File: config.mk
export PLATFORM = sky130hd
export DESIGN_NAME = fill_engine_flat
export DESIGN_NICKNAME = d
export VERILOG_FILES = /design/src/hdl/spm_pkg.sv /design/src/hdl/spm_ram_if.sv /design/src/hdl/fill_engine.sv /design/src/flat_wrapper.sv
export SDC_FILE = /design/constraint.sdc
export NUM_CORES = 1
export LEC_CHECK = 0
export BUFFER_PORTS_ARGS = -buffer_cell sky130_fd_sc_hd__buf_2
export CORE_UTILIZATION = 39
export DETAILED_ROUTE_END_ITERATION = 7
export GPL_ROUTABILITY_DRIVEN = 0
export PLACE_DENSITY = 0.85
export SYNTH_ARGS = -nofsm -noshare
export SYNTH_HDL_FRONTEND = slang
export SYNTH_SLANG_ARGS = --single-unit
File: constraint.sdc
create_clock -name clk -period 2 [get_ports clk]
set_input_delay 0.3 -clock clk [delete_from_list [all_inputs] [get_ports clk]]
set_output_delay 0.3 -clock clk [all_outputs]
set_load 0.1 [all_outputs]
File: src/hdl/spm_pkg.sv
// ====================================================================
// Shared widths, APB address map and FSM state types of the scratchpad
// The RAM window is fixed at 1 KiB no matter how deep the RAM is built
// Enum literals carry a prefix since every FSM shares this one scope
// ====================================================================

package spm_pkg;

  // One data word on APB and in the RAM
  localparam int DATA_W = 32;

  // Byte lanes per word
  localparam int STRB_W = 4;

  // APB byte address width
  localparam int PADDR_W = 12;

  // RAM window spans 0x000 to 0x3FF
  localparam int RAM_SPAN = 'h400;

  // Fill engine registers right above the RAM window
  typedef enum logic [PADDR_W-1:0] {
    FILL_START   = 12'h400,
    FILL_COUNT   = 12'h404,
    FILL_PATTERN = 12'h408,
    FILL_CTRL    = 12'h40C
  } reg_sel_e;

  // APB slave phases
  typedef enum logic [1:0] {
    APB_IDLE,
    APB_ACCESS,
    APB_READ_WAIT
  } apb_state_e;

  // Fill sequencer states
  typedef enum logic {
    FILL_IDLE,
    FILL_RUN
  } fill_state_e;

endpackage
File: src/hdl/spm_ram_if.sv
// ====================================================================
// One shared read/write port of the scratchpad RAM
// rw_ high selects a read, and a read must enable every byte lane
// A port does nothing in a cycle where all en bits are low
// ====================================================================

interface spm_ram_if import spm_pkg::*; #(
  parameter int DEPTH = 256
) ();

  // Word address width, kept at least one bit wide
  localparam int ADDR_W = (DEPTH > 1) ? $clog2(DEPTH) : 1;

  // Per byte access enables
  logic [STRB_W-1:0] en;
  // Read high, write low
  logic              rw_;
  logic [ADDR_W-1:0] addr;
  logic [DATA_W-1:0] wdata;
  // Registered read data from the RAM
  logic [DATA_W-1:0] rdata;

  // Requester side
  modport master (
    output en, rw_, addr, wdata,
    input  rdata
  );

  // RAM side
  modport slave (
    input  en, rw_, addr, wdata,
    output rdata
  );

endinterface

File: src/hdl/fill_engine.sv
// ====================================================================
// Block fill sequencer on RAM port 1
// Writes one full word of the pattern per clock from start_word on,
// wrapping modulo DEPTH, and never stalls
// A count of zero only sets done
// ====================================================================

module fill_engine import spm_pkg::*; #(
  parameter int   DEPTH  = 256,
  localparam int  ADDR_W = (DEPTH > 1) ? $clog2(DEPTH) : 1
) (
  input  logic              clk,
  input  logic              rst_n,
  input  logic              go,
  input  logic [ADDR_W-1:0] start_word,
  input  logic [ADDR_W:0]   count,
  input  logic [DATA_W-1:0] pattern,
  output logic              busy,
  output logic              done,
  spm_ram_if.master         ram
);

  fill_state_e       state;
  // Word pointer, wraps by its width
  logic [ADDR_W-1:0] ptr;
  // Words still to write, including the current one
  logic [ADDR_W:0]   remain;
  logic [DATA_W-1:0] pat;
  logic              start;

  // Go is only taken when idle
  assign start = go && (state == FILL_IDLE);

  always_ff @(posedge clk or negedge rst_n) begin
    if (!rst_n) begin
      state  <= FILL_IDLE;
      ptr    <= '0;
      remain <= '0;
      done   <= 1'b0;
    end else begin
      case (state)
        FILL_IDLE: begin
          if (start) begin
            ptr    <= start_word;
            remain <= count;
            // Empty range finishes right away
            done   <= (count == '0);
            if (count != '0) begin
              state <= FILL_RUN;
            end
          end
        end
        FILL_RUN: begin
          ptr    <= ptr + 1'b1;
          remain <= remain - 1'b1;
          // Last word goes out this cycle
          if (remain == (ADDR_W+1)'(1)) begin
            state <= FILL_IDLE;
            done  <= 1'b1;
          end
        end
        default: begin
          state <= FILL_IDLE;
        end
      endcase
    end
  end

  // Pattern copy for the length of one fill
  always_ff @(posedge clk) begin
    if (start) begin
      pat <= pattern;
    end
  end

  assign busy = (state == FILL_RUN);

  // Full word writes while running
  assign ram.en    = {STRB_W{busy}};
  assign ram.rw_   = 1'b0;
  assign ram.addr  = ptr;
  assign ram.wdata = pat;

  a_go_idle: assert property (
    @(posedge clk) disable iff (!rst_n) go |-> !busy
  ) else $error("fill go while busy");

endmodule

File: src/flat_wrapper.sv
// flat-port wrapper written by rule: the top's interface ports become plain ports
module fill_engine_flat import spm_pkg::*;
#(
  parameter int   DEPTH  = 256,
  localparam int  ADDR_W = (DEPTH > 1) ? $clog2(DEPTH) : 1
)
  (clk, rst_n, go, start_word, count, pattern, busy, done, ram_en, ram_rw_, ram_addr, ram_wdata, ram_rdata);
  spm_ram_if #(.DEPTH(DEPTH)) ram_i ();
  input  logic clk;
  input  logic rst_n;
  input  logic go;
  input  logic [ADDR_W-1:0] start_word;
  input  logic [ADDR_W:0] count;
  input  logic [DATA_W-1:0] pattern;
  output logic busy;
  output logic done;
  output wire logic [$bits(ram_i.en)-1:0] ram_en;
  output wire logic [$bits(ram_i.rw_)-1:0] ram_rw_;
  output wire logic [$bits(ram_i.addr)-1:0] ram_addr;
  output wire logic [$bits(ram_i.wdata)-1:0] ram_wdata;
  input wire logic [$bits(ram_i.rdata)-1:0] ram_rdata;
  assign ram_en = ram_i.en;
  assign ram_rw_ = ram_i.rw_;
  assign ram_addr = ram_i.addr;
  assign ram_wdata = ram_i.wdata;
  assign ram_i.rdata = ram_rdata;
  fill_engine #(.DEPTH(DEPTH)) u_core (.clk(clk), .rst_n(rst_n), .go(go), .start_word(start_word), .count(count), .pattern(pattern), .busy(busy), .done(done), .ram(ram_i));
endmodule
# ---- Word level (Yosys, flattened, before mapping)
# Cells that the tools add are included.
dict set report op_classes {
  n_addsub 2
  eq_ne 3
  muxes 11
  bitwise_logic 1
  n_reduce_logical 4
}
# cell count
set ops {}
lappend ops {{case mux 9 bit (2 select lines)} 1}
lappend ops {{case mux 8 bit (2 select lines)} 1}
lappend ops {{equality test 9 x 1 -> 1 bit, second input constant} 1}
lappend ops {{logical NOT 9 bit} 1}
lappend ops {{two-way mux 9 bit} 1}
lappend ops {{nonzero test 9 bit} 1}
lappend ops {{subtractor 9 x 1 -> 9 bit, second input constant} 1}
lappend ops {{adder 8 x 1 -> 8 bit, second input constant} 1}
lappend ops {{two-way mux 8 bit} 1}
lappend ops {{two-way mux 1 bit} 5}
lappend ops {{case mux 1 bit (2 select lines)} 2}
lappend ops {{!= test 2 x 1 -> 1 bit, second input constant} 1}
lappend ops {{!= test 2 bit, second input constant} 1}
lappend ops {{AND reduction 2 bit} 1}
lappend ops {{logical AND 1 bit} 1}
lappend ops {{NOT 1 bit} 1}
dict set report totals {
  input_bits 84
  reg_bits 51
}

# ---- Depth between registers and ports, before layout
dict set report depth {
  ltp_word 4
  ltp_mapped 5
  depth_no_buf 5
}

# ---- Worst setup path before layout
# OpenSTA, ideal clock, no wires.
dict set report synth_timing {
  path_kind {register -> register}
  startpoint {register u_core.state (netlist: u_core.busy)}
  endpoint {register u_core.remain[0]}
  stages_incl_launch_ff 6
  arrival_ns 2.270
  slack_ns -0.404
  setup_time_ns 0.134
  period_less_slack_ns 2.404
  path_cell_list {dfrtp_1 > clkbuf_1 > nand2b_1 > inv_1 > a22oi_1 > o21ai_0}
}
dict set report synth_via {
  elab_chain_len 3
  elab_cells_between_ends 4
  classes_between {eq/ne (1); mux (1); bitwise (1); reduce/logical (1)}
}
# element line
set synth_rtl {}
lappend synth_rtl {{from (decl)} fill_engine.sv:23} ;# fill_state_e state;
lappend synth_rtl {{from (signal assigned)} fill_engine.sv:36} ;# state <= FILL_IDLE;
lappend synth_rtl {{from (signal assigned)} fill_engine.sv:49} ;# state <= FILL_RUN;
lappend synth_rtl {{from (signal assigned)} fill_engine.sv:58} ;# state <= FILL_IDLE;
lappend synth_rtl {{NOT 1 bit} n/a}
lappend synth_rtl {{logical AND 1 bit} fill_engine.sv:32} ;# assign start = go && (state == FILL_IDLE);
lappend synth_rtl {{net u_core.start} fill_engine.sv:29} ;# logic start;
lappend synth_rtl {{!= test 2 x 1 -> 1 bit (no line)} n/a}
lappend synth_rtl {{to (signal assigned)} fill_engine.sv:45} ;# remain <= count;
lappend synth_rtl {{to (signal assigned)} fill_engine.sv:55} ;# remain <= remain - 1'b1;
lappend synth_rtl {{to (decl)} fill_engine.sv:27} ;# logic [ADDR_W:0] remain;
# The timed path passes the listed nets, and every way through them passes these cells.
# A chain may end at the register's enable or synchronous reset.

# ---- Worst setup path after layout
dict set report layout_timing {
  startpoint {register u_core.remain[4]}
  endpoint {register u_core.remain[8]}
}
dict set report layout_via {
  elab_chain_len 2
}
# element line
set layout_rtl {}
lappend layout_rtl {{subtractor 9 x 1 -> 9 bit} fill_engine.sv:55}
lappend layout_rtl {{case mux 9 bit (2 select lines)} fill_engine.sv:41} ;# case (state)
# No other way between the ends.

==> key figures <==
Timing
  – Post-route setup TNS: 0 ns
  – Worst clock skew: 0.009192 ns
  – Final Max Slew Viols: 0
  – Hold slack: 0.1650 ns
  – FMAX: 0.5623 GHz
  – Headroom to the max-slew limit: between 60% and 70%
  – Worst-Margin Slew: ~0.54 ns
  – Fin crit period: 1.778 ns
  – Hold Fails Final Rpt: 0
  – RSZ-0062 raised after global routing: false
  – Setup violators final: 0
  – Fin crit share: 88.92%

Place
  – Placed insts: 323
  – Final HPWL DP: around 3500 um
  – PortBufs: 97

Floorplanning
  – Die H: 76.65 um
  – Std cell rows: 26
  – Die area: 5875 sq um
  – Core Area: 5238 sq um
  – Initial Util: about 41%
  – Ports: 131
  – DIE WIDTH: 76.65 um

Logic synthesis
  – Ys async rst share: 37.25%
  – Commonest cells post-synth: edfxtp_1 (32), dfrtp_1 (19), a211oi_1 (11)
  – Post-synth top area cell: edfxtp_1
  – Yosys warnings: 0
  – Netlist cell types: 36
  – Post-synth EDFFs: 32
  – Post-synth top area share: approximately 44%
  – Top_reg_cell synth: edfxtp_1
  – Syn Area/Cell: approximately 13 sq um
  – Post-Syn Instances: about 160
  – Area of the mapped netlist: 2173 sq um
  – Yosys reg bits: between 50 and 60
  – Synth area leaders: edfxtp_1 (44%), dfrtp_1 (22%), a211oi_1 (3.8%)
  – Sequential area share after synthesis: 66.09%
  – Top-count cell post-synth: edfxtp_1
  – Post-synthesis net count: 250

Status
  – Status: finished, final reports clean

Run
  – Max Cap Viol: 0

GRT
  – Pin count of the biggest net entering global routing: 34
  – Vias in the first global route: 1,578
  – GRT Total Usage: 16.70%
  – Initial antenna violation count: 0
  – Gr ovfl total: 0
  – First-pass GRT wire length: 7603 um

Clock network
  – Cts repair resizes: 0
  – Clock Sinks: 51
  – TritonCTS Buffers: 5
  – Clock Latency Late Sink: 0.30 ns
  – H-tree levels: 2
  – Clock buffer depth: 2
  – CTS tree: yes
  – Root Buffer: clkbuf_8
  – Clock Pin Slew Worst Setup and Hold Paths: about 0.1 ns

Detailed routing
  – Post-Route WL: 4605 um
  – Drt pass-1 iters: 4
  – DR DRC count: 0
  – Via Count: 1,678
  – ANT nets after route: 0
  – Initial drt markers: 25
  – Vias/cell: 5.054
  – Routed length per instance: 13.87 um

Worst setup path
  – Setup Crit Path Kind: reg -> reg
  – WP data arrival: 2.00 ns
  – Setup crit end kind: flop
  – Req. time, crit path: 2.22 ns
  – CP startpoint kind: flop
  – CP max FO: 7

Layout
  – Area of the multi-input gates: 649.4 sq um
  – Final Util: 54.18%
  – Layout cells sized above 1: 44.27%
  – Diode count: 0
  – Fillers: 451
  – Register Area: between 1000 and 1500 sq um
  – Nets: 348
  – Synthesis-to-finish area growth: 30.57%
  – Non-Filler Instances: 332

Power and ir drop
  – Power consumption: ~4100 uW
  – Pwr/cell area: roughly 1500 nW/um^2
  – Leakage: 0.001188 uW
  – VDD IR max: between 0.9 and 1 mV

Hold path
  – Min-delay worst type: in -> reg
## layout by cell type (no fill, tap or decap), types with 5 or more instances in the layout
cell,n
nand2_1,5
mux2i_1,5
dfrtp_1,18
a21oi_1,9
nor2_1,5
edfxtp_1,32
nor2b_1,8
buf_2,97
nand3_1,5
a211oi_1,11
clkbuf_8,5
## metal layers
layer  global-route usage [%]  wire length (um)  up-vias
met5                        0                 0        -
met4                    4.615                 0        0
met3                    4.524               297        0
met2                    27.48              2268       86
met1                    21.68              2039      775
li1                         -                 -      817
## registers in the layout (all words and copies together) (netlist names)
name	cells
u_core.done	1
u_core.ram.addr	8
u_core.ram.wdata	32
u_core.busy	1
u_core.remain	9
## cells by family after synthesis
logic type	share of synthesized area, %
flip-flops	66.09
AND/OR/NAND/NOR	12.72
AO/OA/AOI/OAI	11.63
buffers and inverters	4.145
multiplexers	2.303
adder cells (fa/ha/maj)	1.727
XOR/XNOR	1.209
other	0.1725
## metrics by stage
step                      cell area, sq um  setup WS (ns)
after global routing                  2838         0.1422
final                                 2838         0.2216
after floorplan                       2185       0.005251
after detailed placement              2735         0.2459
after global placement                2735         0.2714
after CTS                             2838         0.2221
## report_power, final
part	leakage (uW)	switching [uW]	internal, uW
clock	0.0000408	342	250
combinational	0.000648	1480	460
sequential	0.000499	250	1360
## worst max-delay path, stage by stage, from the launching register on
cell	delay [ns]
dfrtp_1	0.46
or4_4	0.58
or4_1	0.48
a31oi_1	0.18
## final cells by class
type / count / area share, %
multi-input combinational: 95 / 22.88
clock inverter: 3 / 0.8377
sequential: 51 / 50.75
inverter: 5 / 0.7937
tap: 70 / 3.086
timing repair buffer: 103 / 19.22
clock buffer: 5 / 2.425
## path summary, 6_finish.rpt
path | start | to | slack, ns | cells past startpoint
hold reg to reg | u_core.done$_DFFE_PN0P_ | u_core.done$_DFFE_PN0P_ | 0.56 | 2
max in group asynchronous | rst_n | u_core.busy$_DFF_PN0_ | 1.17 | 2
hold / removal | pattern[3] | u_core.ram.wdata[3]$_DFFE_PP_ | 0.17 | 1
min in group asynchronous | rst_n | u_core.remain[0]$_DFFE_PN0P_ | 0.47 | 2
setup reg to reg | u_core.remain[4]$_DFFE_PN0P_ | u_core.remain[8]$_DFFE_PN0P_ | 0.22 | 3
setup / recovery | u_core.remain[4]$_DFFE_PN0P_ | u_core.remain[8]$_DFFE_PN0P_ | 0.22 | 3
## timing repair
item / in CTS / in global routing
buffers inserted: 0 / 0
hold buffers: 1 / 0
endpoints found under the hold margin: 19 / 0
Note: power is estimated with default switching activity, not from simulation.
