--- src/hdl/spm_pkg.sv ---
// ====================================================================
// Shared widths, APB address map and FSM state types of the scratchpad
// The RAM window is fixed at 1 KiB no matter how deep the RAM is built
// Enum literals carry a prefix since every FSM shares this one scope
// ====================================================================

package spm_pkg;

  // One data word on APB and in the RAM
  localparam int DATA_W = 32;

  // Byte lanes per word
  localparam int STRB_W = 4;

  // APB byte address width
  localparam int PADDR_W = 12;

  // RAM window spans 0x000 to 0x3FF
  localparam int RAM_SPAN = 'h400;

  // Fill engine registers right above the RAM window
  typedef enum logic [PADDR_W-1:0] {
    FILL_START   = 12'h400,
    FILL_COUNT   = 12'h404,
    FILL_PATTERN = 12'h408,
    FILL_CTRL    = 12'h40C
  } reg_sel_e;

  // APB slave phases
  typedef enum logic [1:0] {
    APB_IDLE,
    APB_ACCESS,
    APB_READ_WAIT
  } apb_state_e;

  // Fill sequencer states
  typedef enum logic {
    FILL_IDLE,
    FILL_RUN
  } fill_state_e;

endpackage
--- src/hdl/spm_ram_if.sv ---
// ====================================================================
// One shared read/write port of the scratchpad RAM
// rw_ high selects a read, and a read must enable every byte lane
// A port does nothing in a cycle where all en bits are low
// ====================================================================

interface spm_ram_if import spm_pkg::*; #(
  parameter int DEPTH = 256
) ();

  // Word address width, kept at least one bit wide
  localparam int ADDR_W = (DEPTH > 1) ? $clog2(DEPTH) : 1;

  // Per byte access enables
  logic [STRB_W-1:0] en;
  // Read high, write low
  logic              rw_;
  logic [ADDR_W-1:0] addr;
  logic [DATA_W-1:0] wdata;
  // Registered read data from the RAM
  logic [DATA_W-1:0] rdata;

  // Requester side
  modport master (
    output en, rw_, addr, wdata,
    input  rdata
  );

  // RAM side
  modport slave (
    input  en, rw_, addr, wdata,
    output rdata
  );

endinterface

--- src/hdl/apb_spm_slave.sv ---
// ====================================================================
// APB slave for the RAM window and the four fill engine registers
// RAM reads take one wait state, everything else completes at once
// Fill registers take full words, pstrb only applies to RAM writes
// RAM words beyond DEPTH alias into the array when DEPTH < 256
// ====================================================================

module apb_spm_slave import spm_pkg::*; #(
  parameter int   DEPTH  = 256,
  localparam int  ADDR_W = (DEPTH > 1) ? $clog2(DEPTH) : 1
) (
  input  logic               clk,
  input  logic               rst_n,
  input  logic [PADDR_W-1:0] paddr,
  input  logic               psel,
  input  logic               penable,
  input  logic               pwrite,
  input  logic [DATA_W-1:0]  pwdata,
  input  logic [STRB_W-1:0]  pstrb,
  output logic [DATA_W-1:0]  prdata,
  output logic               pready,
  output logic               pslverr,
  spm_ram_if.master          ram,
  input  logic               busy,
  input  logic               done,
  output logic [ADDR_W-1:0]  start_word,
  output logic [ADDR_W:0]    count,
  output logic [DATA_W-1:0]  pattern,
  output logic               go
);

  apb_state_e        state;
  reg_sel_e          sel;
  logic              acc;
  logic              is_ram;
  logic              is_reg;
  logic              unmapped;
  logic [ADDR_W-1:0] ram_word;
  logic [ADDR_W-1:0] fill_off;
  logic              range_hit;
  logic              err;
  logic              ram_rd;
  logic              reg_wr;
  logic [DATA_W-1:0] reg_rdata;

  // First access cycle of a transfer
  assign acc = (state == APB_ACCESS) && psel && penable;

  // Address decode
  assign is_ram   = paddr < PADDR_W'(RAM_SPAN);
  assign unmapped = paddr > PADDR_W'(FILL_CTRL);
  assign is_reg   = !is_ram && !unmapped;
  assign sel      = reg_sel_e'({paddr[PADDR_W-1:2], 2'b00});
  assign ram_word = paddr[ADDR_W+1:2];

  // Word offset into the running fill, wraps modulo DEPTH
  assign fill_off  = ram_word - start_word;
  assign range_hit = busy && ({1'b0, fill_off} < count);

  // Rejected accesses have no side effect
  assign err = unmapped
             || (is_ram && range_hit)
             || (is_reg && pwrite && busy && (sel != FILL_CTRL));

  assign ram_rd = acc && is_ram && !pwrite && !err;
  assign reg_wr = acc && is_reg && pwrite && !err;

  // RAM port 0 is driven only in the first access cycle
  assign ram.en    = (acc && is_ram && !err) ? (pwrite ? pstrb : '1) : '0;
  assign ram.rw_   = !pwrite;
  assign ram.addr  = ram_word;
  assign ram.wdata = pwdata;

  // Completion, a good RAM read waits one cycle for the read register
  assign pready  = (acc && !ram_rd) || (state == APB_READ_WAIT);
  assign pslverr = acc && err;

  always_comb begin
    case (sel)
      FILL_START:   reg_rdata = DATA_W'(start_word);
      FILL_COUNT:   reg_rdata = DATA_W'(count);
      FILL_PATTERN: reg_rdata = pattern;
      FILL_CTRL:    reg_rdata = {{(DATA_W-2){1'b0}}, done, busy};
      default:      reg_rdata = '0;
    endcase
  end

  assign prdata = (state == APB_READ_WAIT) ? ram.rdata
                : (is_reg ? reg_rdata : '0);

  // Transfer phase tracking
  always_ff @(posedge clk or negedge rst_n) begin
    if (!rst_n) begin
      state <= APB_IDLE;
    end else begin
      case (state)
        APB_IDLE: begin
          if (psel && !penable) begin
            state <= APB_ACCESS;
          end
        end
        APB_ACCESS: begin
          state <= ram_rd ? APB_READ_WAIT : APB_IDLE;
        end
        default: begin
          state <= APB_IDLE;
        end
      endcase
    end
  end

  // Fill registers and the go pulse
  always_ff @(posedge clk or negedge rst_n) begin
    if (!rst_n) begin
      start_word <= '0;
      count      <= '0;
      pattern    <= '0;
      go         <= 1'b0;
    end else begin
      go <= 1'b0;
      if (reg_wr) begin
        case (sel)
          FILL_START:   start_word <= pwdata[ADDR_W-1:0];
          FILL_COUNT:   count <= pwdata[ADDR_W:0];
          FILL_PATTERN: pattern <= pwdata;
          // Start request is dropped while a fill is running
          FILL_CTRL:    go <= pwdata[0] && !busy && !go;
          default: ;
        endcase
      end
    end
  end

  a_penable_psel: assert property (
    @(posedge clk) disable iff (!rst_n) penable |-> psel
  ) else $error("penable high without psel");

endmodule

--- src/flat_wrapper.sv ---
// flat-port wrapper written by rule: the top's interface ports become plain ports
module apb_spm_slave_flat import spm_pkg::*;
#(
  parameter int   DEPTH  = 256,
  localparam int  ADDR_W = (DEPTH > 1) ? $clog2(DEPTH) : 1
)
  (clk, rst_n, paddr, psel, penable, pwrite, pwdata, pstrb, prdata, pready, pslverr, busy, done, start_word, count, pattern, go, ram_en, ram_rw_, ram_addr, ram_wdata, ram_rdata);
  spm_ram_if #(.DEPTH(DEPTH)) ram_i ();
  input  logic clk;
  input  logic rst_n;
  input  logic [PADDR_W-1:0] paddr;
  input  logic psel;
  input  logic penable;
  input  logic pwrite;
  input  logic [DATA_W-1:0] pwdata;
  input  logic [STRB_W-1:0] pstrb;
  output logic [DATA_W-1:0] prdata;
  output logic pready;
  output logic pslverr;
  input  logic busy;
  input  logic done;
  output logic [ADDR_W-1:0] start_word;
  output logic [ADDR_W:0] count;
  output logic [DATA_W-1:0] pattern;
  output logic go;
  output wire logic [$bits(ram_i.en)-1:0] ram_en;
  output wire logic [$bits(ram_i.rw_)-1:0] ram_rw_;
  output wire logic [$bits(ram_i.addr)-1:0] ram_addr;
  output wire logic [$bits(ram_i.wdata)-1:0] ram_wdata;
  input wire logic [$bits(ram_i.rdata)-1:0] ram_rdata;
  assign ram_en = ram_i.en;
  assign ram_rw_ = ram_i.rw_;
  assign ram_addr = ram_i.addr;
  assign ram_wdata = ram_i.wdata;
  assign ram_i.rdata = ram_rdata;
  apb_spm_slave #(.DEPTH(DEPTH)) u_core (.clk(clk), .rst_n(rst_n), .paddr(paddr), .psel(psel), .penable(penable), .pwrite(pwrite), .pwdata(pwdata), .pstrb(pstrb), .prdata(prdata), .pready(pready), .pslverr(pslverr), .ram(ram_i), .busy(busy), .done(done), .start_word(start_word), .count(count), .pattern(pattern), .go(go));
endmodule
--- config.mk ---
export PLATFORM = sky130hd
export DESIGN_NAME = apb_spm_slave_flat
export DESIGN_NICKNAME = d
export VERILOG_FILES = /design/src/hdl/spm_pkg.sv /design/src/hdl/spm_ram_if.sv /design/src/hdl/apb_spm_slave.sv /design/src/flat_wrapper.sv
export SDC_FILE = /design/constraint.sdc
export NUM_CORES = 1
export LEC_CHECK = 0
export BUFFER_PORTS_ARGS = -buffer_cell sky130_fd_sc_hd__clkbuf_2
export CAP_MARGIN = 20
export CORE_ASPECT_RATIO = 1.25
export CORE_MARGIN = 2
export CORE_UTILIZATION = 36
export CTS_CLUSTER_SIZE = 24
export DETAILED_ROUTE_END_ITERATION = 12
export PLACE_DENSITY = 0.77
export RECOVER_POWER = 100
export SLEW_MARGIN = 20
export SYNTH_ARGS = -nofsm -noshare
export SYNTH_HDL_FRONTEND = slang
export SYNTH_SLANG_ARGS = --single-unit
--- constraint.sdc ---
create_clock -name clk -period 4.8 [get_ports clk]
set_input_delay 1.2 -clock clk [delete_from_list [all_inputs] [get_ports clk]]
set_output_delay 1.2 -clock clk [all_outputs]
set_load 0.02 [all_outputs]
== After elaboration in Yosys (flattened, before gate mapping) ==
Index checks and enable logic that the tools add are counted.

* Word-level logic and storage cells: 62
* Bits in registers: 52
* Input port bits: 87

* Multiplexer cells: 10
* Magnitude comparators: 3
* Eq/ne operators: 8
* Add/subtract/negate cells: 1
* Reduce and logical (&&, ||, !) cells: 35

{| class="wikitable"
|+ Operator list
! cell !! number
|-
| 32-bit case mux with 4 select lines || 1
|-
| 32-bit two-way mux || 2
|-
| 10-bit by 9-bit == test with 1-bit output, second input constant || 4
|-
| 1-bit logical AND || 20
|-
| 12-bit by 11-bit > comparator with 1-bit output, second input constant || 1
|-
| 12-bit by 11-bit < comparator with 1-bit output, second input constant || 1
|-
| 10-bit by 9-bit inequality test with 1-bit output, second input constant || 1
|-
| 8-bit by 9-bit < comparator with 1-bit output || 1
|-
| 1-bit logical NOT || 8
|-
| 4-bit two-way mux || 2
|-
| 8-bit subtractor || 1
|-
| 2-bit AND reduction || 3
|-
| 2-bit two-way mux || 2
|-
| 2-bit case mux with 2 select lines || 1
|-
| 1-bit logical OR || 3
|-
| 2-bit by 1-bit == test with 1-bit output, second input constant || 1
|-
| 2-bit == test, second input constant || 1
|-
| 2-bit logical NOT || 1
|-
| 1-bit two-way mux || 2
|-
| 2-bit by 1-bit inequality test with 1-bit output, second input constant || 1
|}

== Longest topological paths before layout ==
Gate-level depths: netlist (run 1).

* Depth in word-level cells: 12
* Depth in mapped cells: 15
* Mapped depth without buffers: 15

== Worst setup path after synthesis (run 1) ==
OpenSTA, ideal clock, no wires.

* Path kind: input -> output
* Start point: input port paddr[2]
* End point: output port ram_en[0]
* Buffers on the path: 0
* Arrival time: 3851 ps
* Stages on the path: 15
* Path slack: -251 ps
* Cell sequence: inv_1 -> ha_1 -> inv_1 -> fa_1 -> a21o_1 -> a21oi_1 -> o21bai_1 -> a21oi_1 -> xnor2_1 -> ha_1 -> nand4_1 -> nor2_1 -> o211ai_1 -> a211o_1 -> a21oi_1

* Longest elaborated chain between the ends: 10

{| class="wikitable"
|+ RTL lines
! element !! line !! source
|-
| start: declaration || flat_wrapper.sv:11 || <nowiki>input logic [PADDR_W-1:0] paddr;</nowiki>
|-
| branches (longest 8 deep; another with 8-bit by 9-bit < comparator with 1-bit output) || -- ||
|-
| 1-bit logical AND * || apb_spm_slave.sv:69 || <nowiki>assign ram.en = (acc && is_ram && !err) ? (pwrite ? pstrb : '1) : '0;</nowiki>
|-
| 4-bit two-way mux * || apb_spm_slave.sv:69 ||
|-
| end: declaration || flat_wrapper.sv:26 || <nowiki>output wire logic [$bits(ram_i.en)-1:0] ram_en;</nowiki>
|}

Every way passes the cells marked *.

== Worst setup path in the final report (run 1) ==
* Start point: input port paddr[2]
* End point: output port ram_en[2]

The elaborated chain is that of the path after synthesis.

==> metrics.txt, run 1 <==
# TYPE chip_impl_metric gauge
chip_impl_info{name="run_status",value="finished with violations"} 1
chip_impl_info{name="failed_checks",value="capacitance limit, slew limit, setup timing"} 1
chip_impl_metric{name="route.detailed.drc",unit=""} 0
chip_impl_metric{name="htree_num_levels",unit=""} 2
chip_impl_metric{name="dr_wl_met3",unit="um"} 807
chip_impl_metric{name="finalWeightedCongestion",unit=""} 0.859
chip_impl_info{name="crit_type",value="in2out"} 1
chip_impl_metric{name="timing.critical_path.arrival",unit="ns"} 3.90
chip_impl_metric{name="cp.required",unit="ns"} 3.60
chip_impl_metric{name="drive_above_1_share",unit=""} 0.393
chip_impl_metric{name="adder_and_majority_cell_fraction_of_the_synthesized_area",unit=""} 0.0553
chip_impl_metric{name="area_share_of_the_largest_cell_type_after_synthesis",unit=""} 0.369
chip_impl_metric{name="fp-row-count",unit=""} 40
chip_impl_metric{name="synthCells",unit=""} 375
chip_impl_metric{name="max_slew_violations",unit=""} 53
chip_impl_metric{name="total_number_of_vias",unit=""} 3440
chip_impl_info{name="synthFlopType",value="sky130_fd_sc_hd__dfrtp_1"} 1
chip_impl_metric{name="fillCellCount",unit=""} 934
chip_impl_metric{name="power_frac_clock",unit=""} 0.379
chip_impl_metric{name="p_leak",unit="nW"} 2.42
chip_impl_metric{name="drtAntennaViolNets",unit=""} 0
chip_impl_metric{name="post_cts_hold_buffer_count",unit=""} 0
chip_impl_metric{name="clock_sinks",unit=""} 52
chip_impl_metric{name="overflow",unit=""} 0
chip_impl_info{name="post-synth-top-area-cell",value="sky130_fd_sc_hd__dfrtp_1"} 1
chip_impl_metric{name="clk_path_buf_depth",unit=""} 2
chip_impl_info{name="synth.area.top_cells",value="sky130_fd_sc_hd__dfrtp_1 (37%), sky130_fd_sc_hd__mux2_2 (13%), sky130_fd_sc_hd__buf_4 (8.5%)"} 1
chip_impl_metric{name="floorplan.initialDensity",unit=""} 0.369
chip_impl_metric{name="report.final.setup_viol",unit=""} 6
chip_impl_metric{name="internal_power",unit="mW"} 0.710
chip_impl_metric{name="hold-path-cell-count",unit=""} 1
chip_impl_metric{name="vdd_ir_drop_max",unit="uV"} 143
chip_impl_metric{name="worst_clock_skew",unit="ns"} 0.00631
chip_impl_metric{name="critPathMaxFanout",unit=""} 5
chip_impl_metric{name="post-place-cells",unit=""} 683
chip_impl_metric{name="io_buffer_count",unit=""} 215
chip_impl_metric{name="multiInputGateArea",unit="um^2"} 1860
chip_impl_metric{name="synth_xor_area_frac",unit=""} 0.0174
chip_impl_metric{name="pwr-share-seq",unit=""} 0.456
chip_impl_metric{name="avgSynthCellArea",unit="um^2"} 9.41
chip_impl_metric{name="routed_wl",unit="mm"} 10.9
chip_impl_metric{name="n_antenna_cell",unit=""} 0
chip_impl_metric{name="cts_made_buffers",unit=""} 5
chip_impl_metric{name="vias_per_inst",unit=""} 4.96
chip_impl_metric{name="placeableCoreArea",unit="um^2"} 9560
chip_impl_metric{name="power_density_of_the_placed_cells",unit="nW/um^2"} 202
chip_impl_metric{name="die_height",unit="um"} 115
chip_impl_metric{name="fin_nets",unit=""} 668
chip_impl_metric{name="detailroute.wirelength.met2",unit="mm"} 5.84
chip_impl_metric{name="wirelength_met1",unit="mm"} 3.96
chip_impl_metric{name="ys_ff_latch",unit=""} 52
chip_impl_metric{name="pin_count_of_the_biggest_net_entering_global_routing",unit=""} 53
chip_impl_info{name="end_kind",value="output pin"} 1
chip_impl_metric{name="layout.core_utilization",unit=""} 0.498
chip_impl_metric{name="synth.lib_cells_used.distinct",unit=""} 47
chip_impl_metric{name="detailedPlacementHpwl",unit="mm"} 8.78
chip_impl_metric{name="max_clock_freq",unit="GHz"} 0.196
chip_impl_info{name="rsz0062_at_grt",value="yes"} 1
chip_impl_metric{name="min_period_over_period",unit=""} 1.06
chip_impl_info{name="critical_path.startpoint_type",value="input pin"} 1
chip_impl_metric{name="detailedRoute.firstPassIterationCount",unit=""} 4
chip_impl_metric{name="grt_pass1_wl",unit="mm"} 16.6
chip_impl_metric{name="overall_global_routing_resource_usage",unit=""} 0.204
chip_impl_info{name="synthTopCellsByCount",value="sky130_fd_sc_hd__nand2_1 (61), sky130_fd_sc_hd__dfrtp_1 (52), sky130_fd_sc_hd__buf_4 (40), sky130_fd_sc_hd__mux2_2 (40), sky130_fd_sc_hd__nand3_1 (28)"} 1
chip_impl_metric{name="finalCriticalPeriod",unit="ns"} 5.10
chip_impl_metric{name="finalWorstSetupSlack",unit="ns"} -0.299
chip_impl_metric{name="register_to_register_setup_slack",unit="ns"} 1.84
chip_impl_metric{name="netlist_area",unit="um^2"} 3530
chip_impl_metric{name="yosys.area_share.simple",unit=""} 0.167
chip_impl_metric{name="flow.area_growth_from_synthesis",unit="%"} 35.0
chip_impl_metric{name="pin_count",unit=""} 216
chip_impl_metric{name="worst_reg_to_reg_path_cell_count",unit=""} 5
chip_impl_info{name="tritoncts",value="built"} 1
chip_impl_metric{name="netSwitchingFraction",unit=""} 0.262
chip_impl_metric{name="number_of_flops_mapped_to_enable_cells_by_yosys",unit=""} 0
chip_impl_info{name="main_combinational_cell_family_by_area_after_synthesis",value="multiplexers"} 1
chip_impl_metric{name="antenna_found_initial",unit=""} 0
chip_impl_metric{name="clock_latency",unit="ns"} 0.29
chip_impl_metric{name="drt-initial-drc-count",unit=""} 76
chip_impl_info{name="ctsRootBufferMaster",value="sky130_fd_sc_hd__clkbuf_16"} 1
chip_impl_metric{name="ff_latch_area",unit="um^2"} 1300
chip_impl_metric{name="power_switching",unit="mW"} 0.252
chip_impl_metric{name="p_total",unit="mW"} 0.962
chip_impl_metric{name="die_width",unit="um"} 92.6
chip_impl_info{name="timing.hold.worst.class",value="reg2reg"} 1
chip_impl_metric{name="post_layout_nonfiller_instances",unit=""} 693
chip_impl_metric{name="power.share.combinational",unit=""} 0.165
chip_impl_metric{name="worst_slew_pin_slew",unit="ns"} 2.87
chip_impl_metric{name="hold_viol",unit=""} 0
chip_impl_metric{name="synth.net_count",unit=""} 477
chip_impl_metric{name="synth_mux_area_frac",unit=""} 0.196
chip_impl_info{name="hold_endpoint",value="u_core.state[0]$_DFFE_PN0P_"} 1
chip_impl_info{name="worst_r2r_endpoint",value="u_core.count[7]$_DFFE_PN0P_"} 1
chip_impl_metric{name="async_reset_ff_frac",unit=""} 1.00
chip_impl_info{name="top_sig_layer",value="met4"} 1
chip_impl_metric{name="yosysWarningCount",unit=""} 0
chip_impl_metric{name="synth-seq-area-share",unit=""} 0.369
chip_impl_info{name="worstReg2RegStart",value="u_core.state[1]$_DFFE_PN0P_"} 1
chip_impl_metric{name="clk_pin_slew",unit="ns"} 0.06
chip_impl_metric{name="slew_margin_rel",unit=""} -0.915
chip_impl_metric{name="whs",unit="ns"} 0.474
chip_impl_metric{name="synth_compound_gate_area_share",unit=""} 0.0691
chip_impl_metric{name="maxCapViolations",unit=""} 1
chip_impl_metric{name="die_area",unit="um^2"} 10600
chip_impl_info{name="yosys.cell_count.top_type",value="sky130_fd_sc_hd__nand2_1"} 1
chip_impl_metric{name="number_of_global_route_vias_before_repair",unit=""} 3337
chip_impl_metric{name="wl_per_cell",unit="um"} 15.8
chip_impl_info{name="hold_path.startpoint",value="u_core.state[1]$_DFFE_PN0P_"} 1
-- power by group through the flow --
stage	clock network [mW]	registers, mW	logic, mW
detailed placement	0	0.448	0.162
CTS	0.381	0.439	0.165
floorplan	0	0.448	0.0937
global placement	0	0.448	0.158
global route	0.394	0.439	0.174
finish	0.365	0.439	0.158
-- state kept, by name, summed over array words and instances, names as in the netlist --
register,cells
u_core.count,9
u_core.go,1
u_core.pattern,32
u_core.start_word,8
u_core.state,2
-- placed cells by master, fill, tap and decap left out, drive strengths merged, types with 3 or more instances in the layout --
cell type,Yosys,final
a21oi,16,16
buf,44,26
clkbuf,10,218
dfrtp,52,52
ha,14,14
inv,23,23
mux2,49,49
mux2i,6,6
nand2,61,61
nand2b,5,5
nand3,28,28
nor2,12,12
nor3,4,4
o21ai,11,11
or3,3,3
xnor2,5,5
-- critical path, stage by stage --
cell and delay (ns):
sky130_fd_sc_hd__buf_8 0.10, sky130_fd_sc_hd__inv_6 0.05, sky130_fd_sc_hd__ha_4 0.13, sky130_fd_sc_hd__inv_4 0.03, sky130_fd_sc_hd__fa_2 0.33, sky130_fd_sc_hd__a21o_1 0.17
sky130_fd_sc_hd__a21oi_2 0.13, sky130_fd_sc_hd__o21bai_1 0.07, sky130_fd_sc_hd__a21oi_1 0.17, sky130_fd_sc_hd__xnor2_1 0.09, sky130_fd_sc_hd__ha_1 0.32, sky130_fd_sc_hd__nand4_1 0.11
sky130_fd_sc_hd__nor2_2 0.13, sky130_fd_sc_hd__o211ai_1 0.15, sky130_fd_sc_hd__a211o_4 0.42, sky130_fd_sc_hd__a21oi_4 0.15, sky130_fd_sc_hd__buf_8 0.13
-- per-stage QoR --
step	setup WS (ns)	TNS, ns	instance area [um^2]
floorplan	0.00232	0	3610
global placement	-0.302	-1.40	4650
detailed placement	-0.385	-1.82	4650
CTS	-0.349	-1.80	4890
global route	-0.444	-2.51	4760
finish	-0.299	-1.53	4760
-- cells by family after synthesis --
logic type                 after synthesis
AOI/OAI and AO/OA                       41
adders and majority gates               15
and+or+nand+nor                        126
muxes                                   57
DFF                                     52
buffers and inverters                   77
xor gates and xnor gates                 7
-- worst max path at each step --
stage | start | to | slack (ns) | depth (start not counted)
3_5_place_dp | paddr[2] | ram_en[2] | -0.38 | 17
2_1_floorplan | paddr[2] | ram_en[0] | 0.002 | 15
5_1_grt | paddr[2] | ram_en[2] | -0.44 | 17
6_report | paddr[2] | ram_en[2] | -0.30 | 17
3_3_place_gp | paddr[2] | ram_en[0] | -0.30 | 17
4_1_cts | paddr[2] | ram_en[2] | -0.35 | 17
-- area by class of cell --
| type | instances | share of cell area |
|---|---|---|
| inverters | 23 | 0.0197 |
| well taps | 126 | 0.0331 |
| clock inverters | 2 | 0.00315 |
| flip-flops and latches | 52 | 0.273 |
| repair buffers | 238 | 0.251 |
| multi-input cells | 246 | 0.391 |
| clock buffers | 6 | 0.0291 |
-- per-layer routing --
layer | GRT usage | up-vias
li1 | - | 1629
met1 | 0.208 | 1614
met2 | 0.400 | 177
met3 | 0.0408 | 20
met4 | 0.0846 | 0
met5 | 0 | -
-- repair_timing --
action	CTS	global route
endpoints found under the setup margin	6	6
setup buffers	1	1
gates cloned	0	0
pin swaps	9	4
gates resized for setup	15	7
No activity file was read; power rests on OpenSTA's default activity.
==> inputs of run 2 (changes only) <==
- CTS_BUF_LIST: unset -> sky130_fd_sc_hd__clkbuf_16
- PLACE_DENSITY: 0.77 -> unset
- PLACE_DENSITY_LB_ADDON: unset -> 0.15
==> metrics.txt, run 2 (synthesis results as in run 1) <==
# TYPE chip_impl_metric gauge
chip_impl_metric{name="power_density_of_the_placed_cells",unit="nW/um^2"} 198
chip_impl_metric{name="pin_count_of_the_biggest_net_entering_global_routing",unit=""} 53
chip_impl_metric{name="slew_margin_rel",unit=""} -0.883
chip_impl_info{name="kind_of_cell_adding_the_most_delay_to_the_critical_path",value="compound AO/OA/AOI/OAI gates"} 1
chip_impl_metric{name="routed_wl",unit="mm"} 10.6
chip_impl_metric{name="total_number_of_vias",unit=""} 3327
chip_impl_metric{name="worst_clock_skew",unit="ns"} 0.00668
chip_impl_metric{name="finalWorstSetupSlack",unit="ns"} -0.319
chip_impl_info{name="crit_slowest_cell",value="sky130_fd_sc_hd__a211o_4"} 1
chip_impl_info{name="end_kind",value="output pin"} 1
chip_impl_info{name="run_status",value="finished with violations"} 1
chip_impl_metric{name="flip_flop_count_of_the_largest_register_after_layout",unit=""} 32
chip_impl_info{name="rsz0062_at_grt",value="yes"} 1
chip_impl_metric{name="overall_global_routing_resource_usage",unit=""} 0.188
chip_impl_metric{name="overflow",unit=""} 0
chip_impl_metric{name="hold_viol",unit=""} 0
chip_impl_metric{name="clk_pin_slew",unit="ns"} 0.06
chip_impl_metric{name="fp-row-count",unit=""} 40
chip_impl_metric{name="die_width",unit="um"} 92.6
chip_impl_metric{name="n_antenna_cell",unit=""} 0
chip_impl_metric{name="cp.required",unit="ns"} 3.60
chip_impl_metric{name="drtAntennaViolNets",unit=""} 0
chip_impl_metric{name="placement.cell_area",unit="um^2"} 4690
chip_impl_metric{name="critPathMaxFanout",unit=""} 5
chip_impl_metric{name="detailedRoute.firstPassIterationCount",unit=""} 4
chip_impl_metric{name="route.detailed.drc",unit=""} 0
chip_impl_info{name="failed_checks",value="capacitance limit, slew limit, setup timing"} 1
chip_impl_metric{name="max_clock_freq",unit="GHz"} 0.195
chip_impl_metric{name="report.final.setup_viol",unit=""} 6
chip_impl_metric{name="placeableCoreArea",unit="um^2"} 9560
chip_impl_metric{name="cts_made_buffers",unit=""} 5
chip_impl_metric{name="die_height",unit="um"} 115
chip_impl_metric{name="io_buffer_count",unit=""} 215
chip_impl_metric{name="maxCapViolations",unit=""} 1
chip_impl_metric{name="grt_pass1_wl",unit="mm"} 15.5
chip_impl_metric{name="clock_sinks",unit=""} 52
chip_impl_metric{name="drt-initial-drc-count",unit=""} 42
chip_impl_metric{name="crit_buf_inv",unit=""} 4
chip_impl_metric{name="fin_nets",unit=""} 670
chip_impl_metric{name="finalCriticalPeriod",unit="ns"} 5.12
chip_impl_metric{name="min_period_over_period",unit=""} 1.07
chip_impl_info{name="critical_path.startpoint_type",value="input pin"} 1
chip_impl_metric{name="finalSetupTns",unit="ns"} -1.53
chip_impl_info{name="tritoncts",value="built"} 1
chip_impl_info{name="top_register",value="u_core.pattern"} 1
chip_impl_metric{name="clock_latency",unit="ns"} 0.29
chip_impl_metric{name="vias_per_inst",unit=""} 4.79
chip_impl_metric{name="detailedPlace.worstSlack",unit="ns"} -0.409
chip_impl_metric{name="die_area",unit="um^2"} 10600
chip_impl_metric{name="number_of_global_route_vias_before_repair",unit=""} 3143
chip_impl_metric{name="pin_count",unit=""} 216
chip_impl_metric{name="timing.critical_path.arrival",unit="ns"} 3.92
chip_impl_info{name="timing.hold.worst.class",value="reg2reg"} 1
chip_impl_metric{name="max_slew_violations",unit=""} 53
chip_impl_info{name="layout_top_registers",value="u_core.pattern: 32 flops, u_core.count: 9 flops, u_core.start_word: 8 flops"} 1
chip_impl_metric{name="worst_slew_pin_slew",unit="ns"} 2.83
chip_impl_metric{name="final_design_area_no_fill",unit="um^2"} 4790
chip_impl_metric{name="htree_num_levels",unit=""} 2
chip_impl_info{name="final_common_cell",value="sky130_fd_sc_hd__clkbuf_2"} 1
chip_impl_metric{name="drive_above_1_share",unit=""} 0.397
chip_impl_info{name="crit_type",value="in2out"} 1
chip_impl_metric{name="p_leak",unit="nW"} 2.44
chip_impl_metric{name="cp_slowest_stage_delay",unit="ns"} 0.42
chip_impl_metric{name="detailedPlacementHpwl",unit="mm"} 8.21
chip_impl_metric{name="finalWeightedCongestion",unit=""} 0.795
chip_impl_metric{name="flow.area_growth_from_synthesis",unit="%"} 35.6
chip_impl_metric{name="clk_path_buf_depth",unit=""} 2
chip_impl_metric{name="wl_per_cell",unit="um"} 15.2
chip_impl_info{name="leading_cell_types_in_the_layout_fill_and_taps_excluded",value="sky130_fd_sc_hd__clkbuf_2 (118), sky130_fd_sc_hd__clkbuf_1 (95), sky130_fd_sc_hd__nand2_1 (61)"} 1
chip_impl_metric{name="floorplan.initialDensity",unit=""} 0.369
chip_impl_metric{name="antenna_found_initial",unit=""} 0
chip_impl_metric{name="vdd_ir_drop_max",unit="uV"} 156
chip_impl_info{name="ctsRootBufferMaster",value="sky130_fd_sc_hd__clkbuf_16"} 1
chip_impl_metric{name="post_cts_hold_buffer_count",unit=""} 0
chip_impl_info{name="timing.critical_path.cells",value="buf_8 -> inv_4 -> ha_4 -> inv_2 -> fa_2 -> a21o_1 -> a21oi_2 -> o21bai_1 -> a21oi_2 -> xnor2_1 -> ha_1 -> nand4_1 -> nor2_2 -> o211ai_1 -> a211o_4 -> a21oi_4 -> buf_8"} 1
run 2: cell types whose count changed in the layout (fill, tap and decap cells not counted), sizes merged:
cell | before | now
buf | 26 | 24
clkinvlp | 2 | 1
inv | 23 | 24
clkbuf | 218 | 221
clkinv | 0 | 1
run 2: worst paths after layout:
path,from,slack (ns),depth (start not counted),endpoint
max,paddr[2],-0.32,17,ram_en[0]
min,u_core.state[1]$_DFFE_PN0P_,0.47,1,u_core.state[0]$_DFFE_PN0P_
max reg2reg,u_core.state[1]$_DFFE_PN0P_,1.87,6,u_core.start_word[0]$_DFFE_PN0P_
min reg2reg,u_core.state[1]$_DFFE_PN0P_,0.47,1,u_core.state[0]$_DFFE_PN0P_
max in group asynchronous,rst_n,1.28,2,u_core.go$_DFF_PN0_
min in group asynchronous,rst_n,1.90,2,u_core.pattern[5]$_DFFE_PN0P_
run 2: through the flow:
stage          total power, mW  cells  hold slack [ns]   util
5_1_grt                  0.989    695            0.511  0.501
2_1_floorplan            0.541    375            0.429      -
3_5_place_dp             0.611    685            0.476  0.490
4_1_cts                  0.964    695            0.479  0.514
3_3_place_gp             0.609    685            0.452  0.490
6_report                 0.945    695            0.473  0.501
run 2: routing by layer:
| metal | wire, um | share of wire | vias up | GRT usage |
|---|---|---|---|---|
| li1 | - | - | 1640 | - |
| met1 | 4220 | 0.40 | 1539 | 0.219 |
| met2 | 5520 | 0.52 | 141 | 0.358 |
| met3 | 706 | 0.067 | 7 | 0.0316 |
| met4 | 101 | 0.0096 | 0 | 0.0418 |
| met5 | 0 | 0 | - | 0 |
run 2: cell type report:
cell class	count	area [um^2]
fill	980	4770
multi-input combinational	246	1890
sequential	52	1300
timing repair buffer	240	1210
tap	126	158
clock buffer	5	125
inverter	23	88.8
clock inverter	3	15.0
run 2: timing repair:
action | 4_1_cts | 5_1_grt
resized for setup | 15 | 6
pin swaps | 10 | 4
gates cloned | 0 | 0
setup buffers | 2 | 0
hold endpoints to repair | 0 | 0
endpoints found under the setup margin | 6 | 6
run 2: report_power, final:
group / switching (mW) / leakage, nW / total [mW] / internal [mW]
Combinational: 0.0937 / 1.64 / 0.160 / 0.0662
Clock: 0.156 / 0.0687 / 0.346 / 0.190
Sequential: 0.000810 / 0.726 / 0.439 / 0.439
run 2: worst register-to-register path, delay by kind of cell, from the launching register on:
kind | cells | cell delay (ns)
mux | 1 | 0.39
buf+inv | 1 | 0.46
simple gates | 4 | 1.58
flops | 1 | 0.39
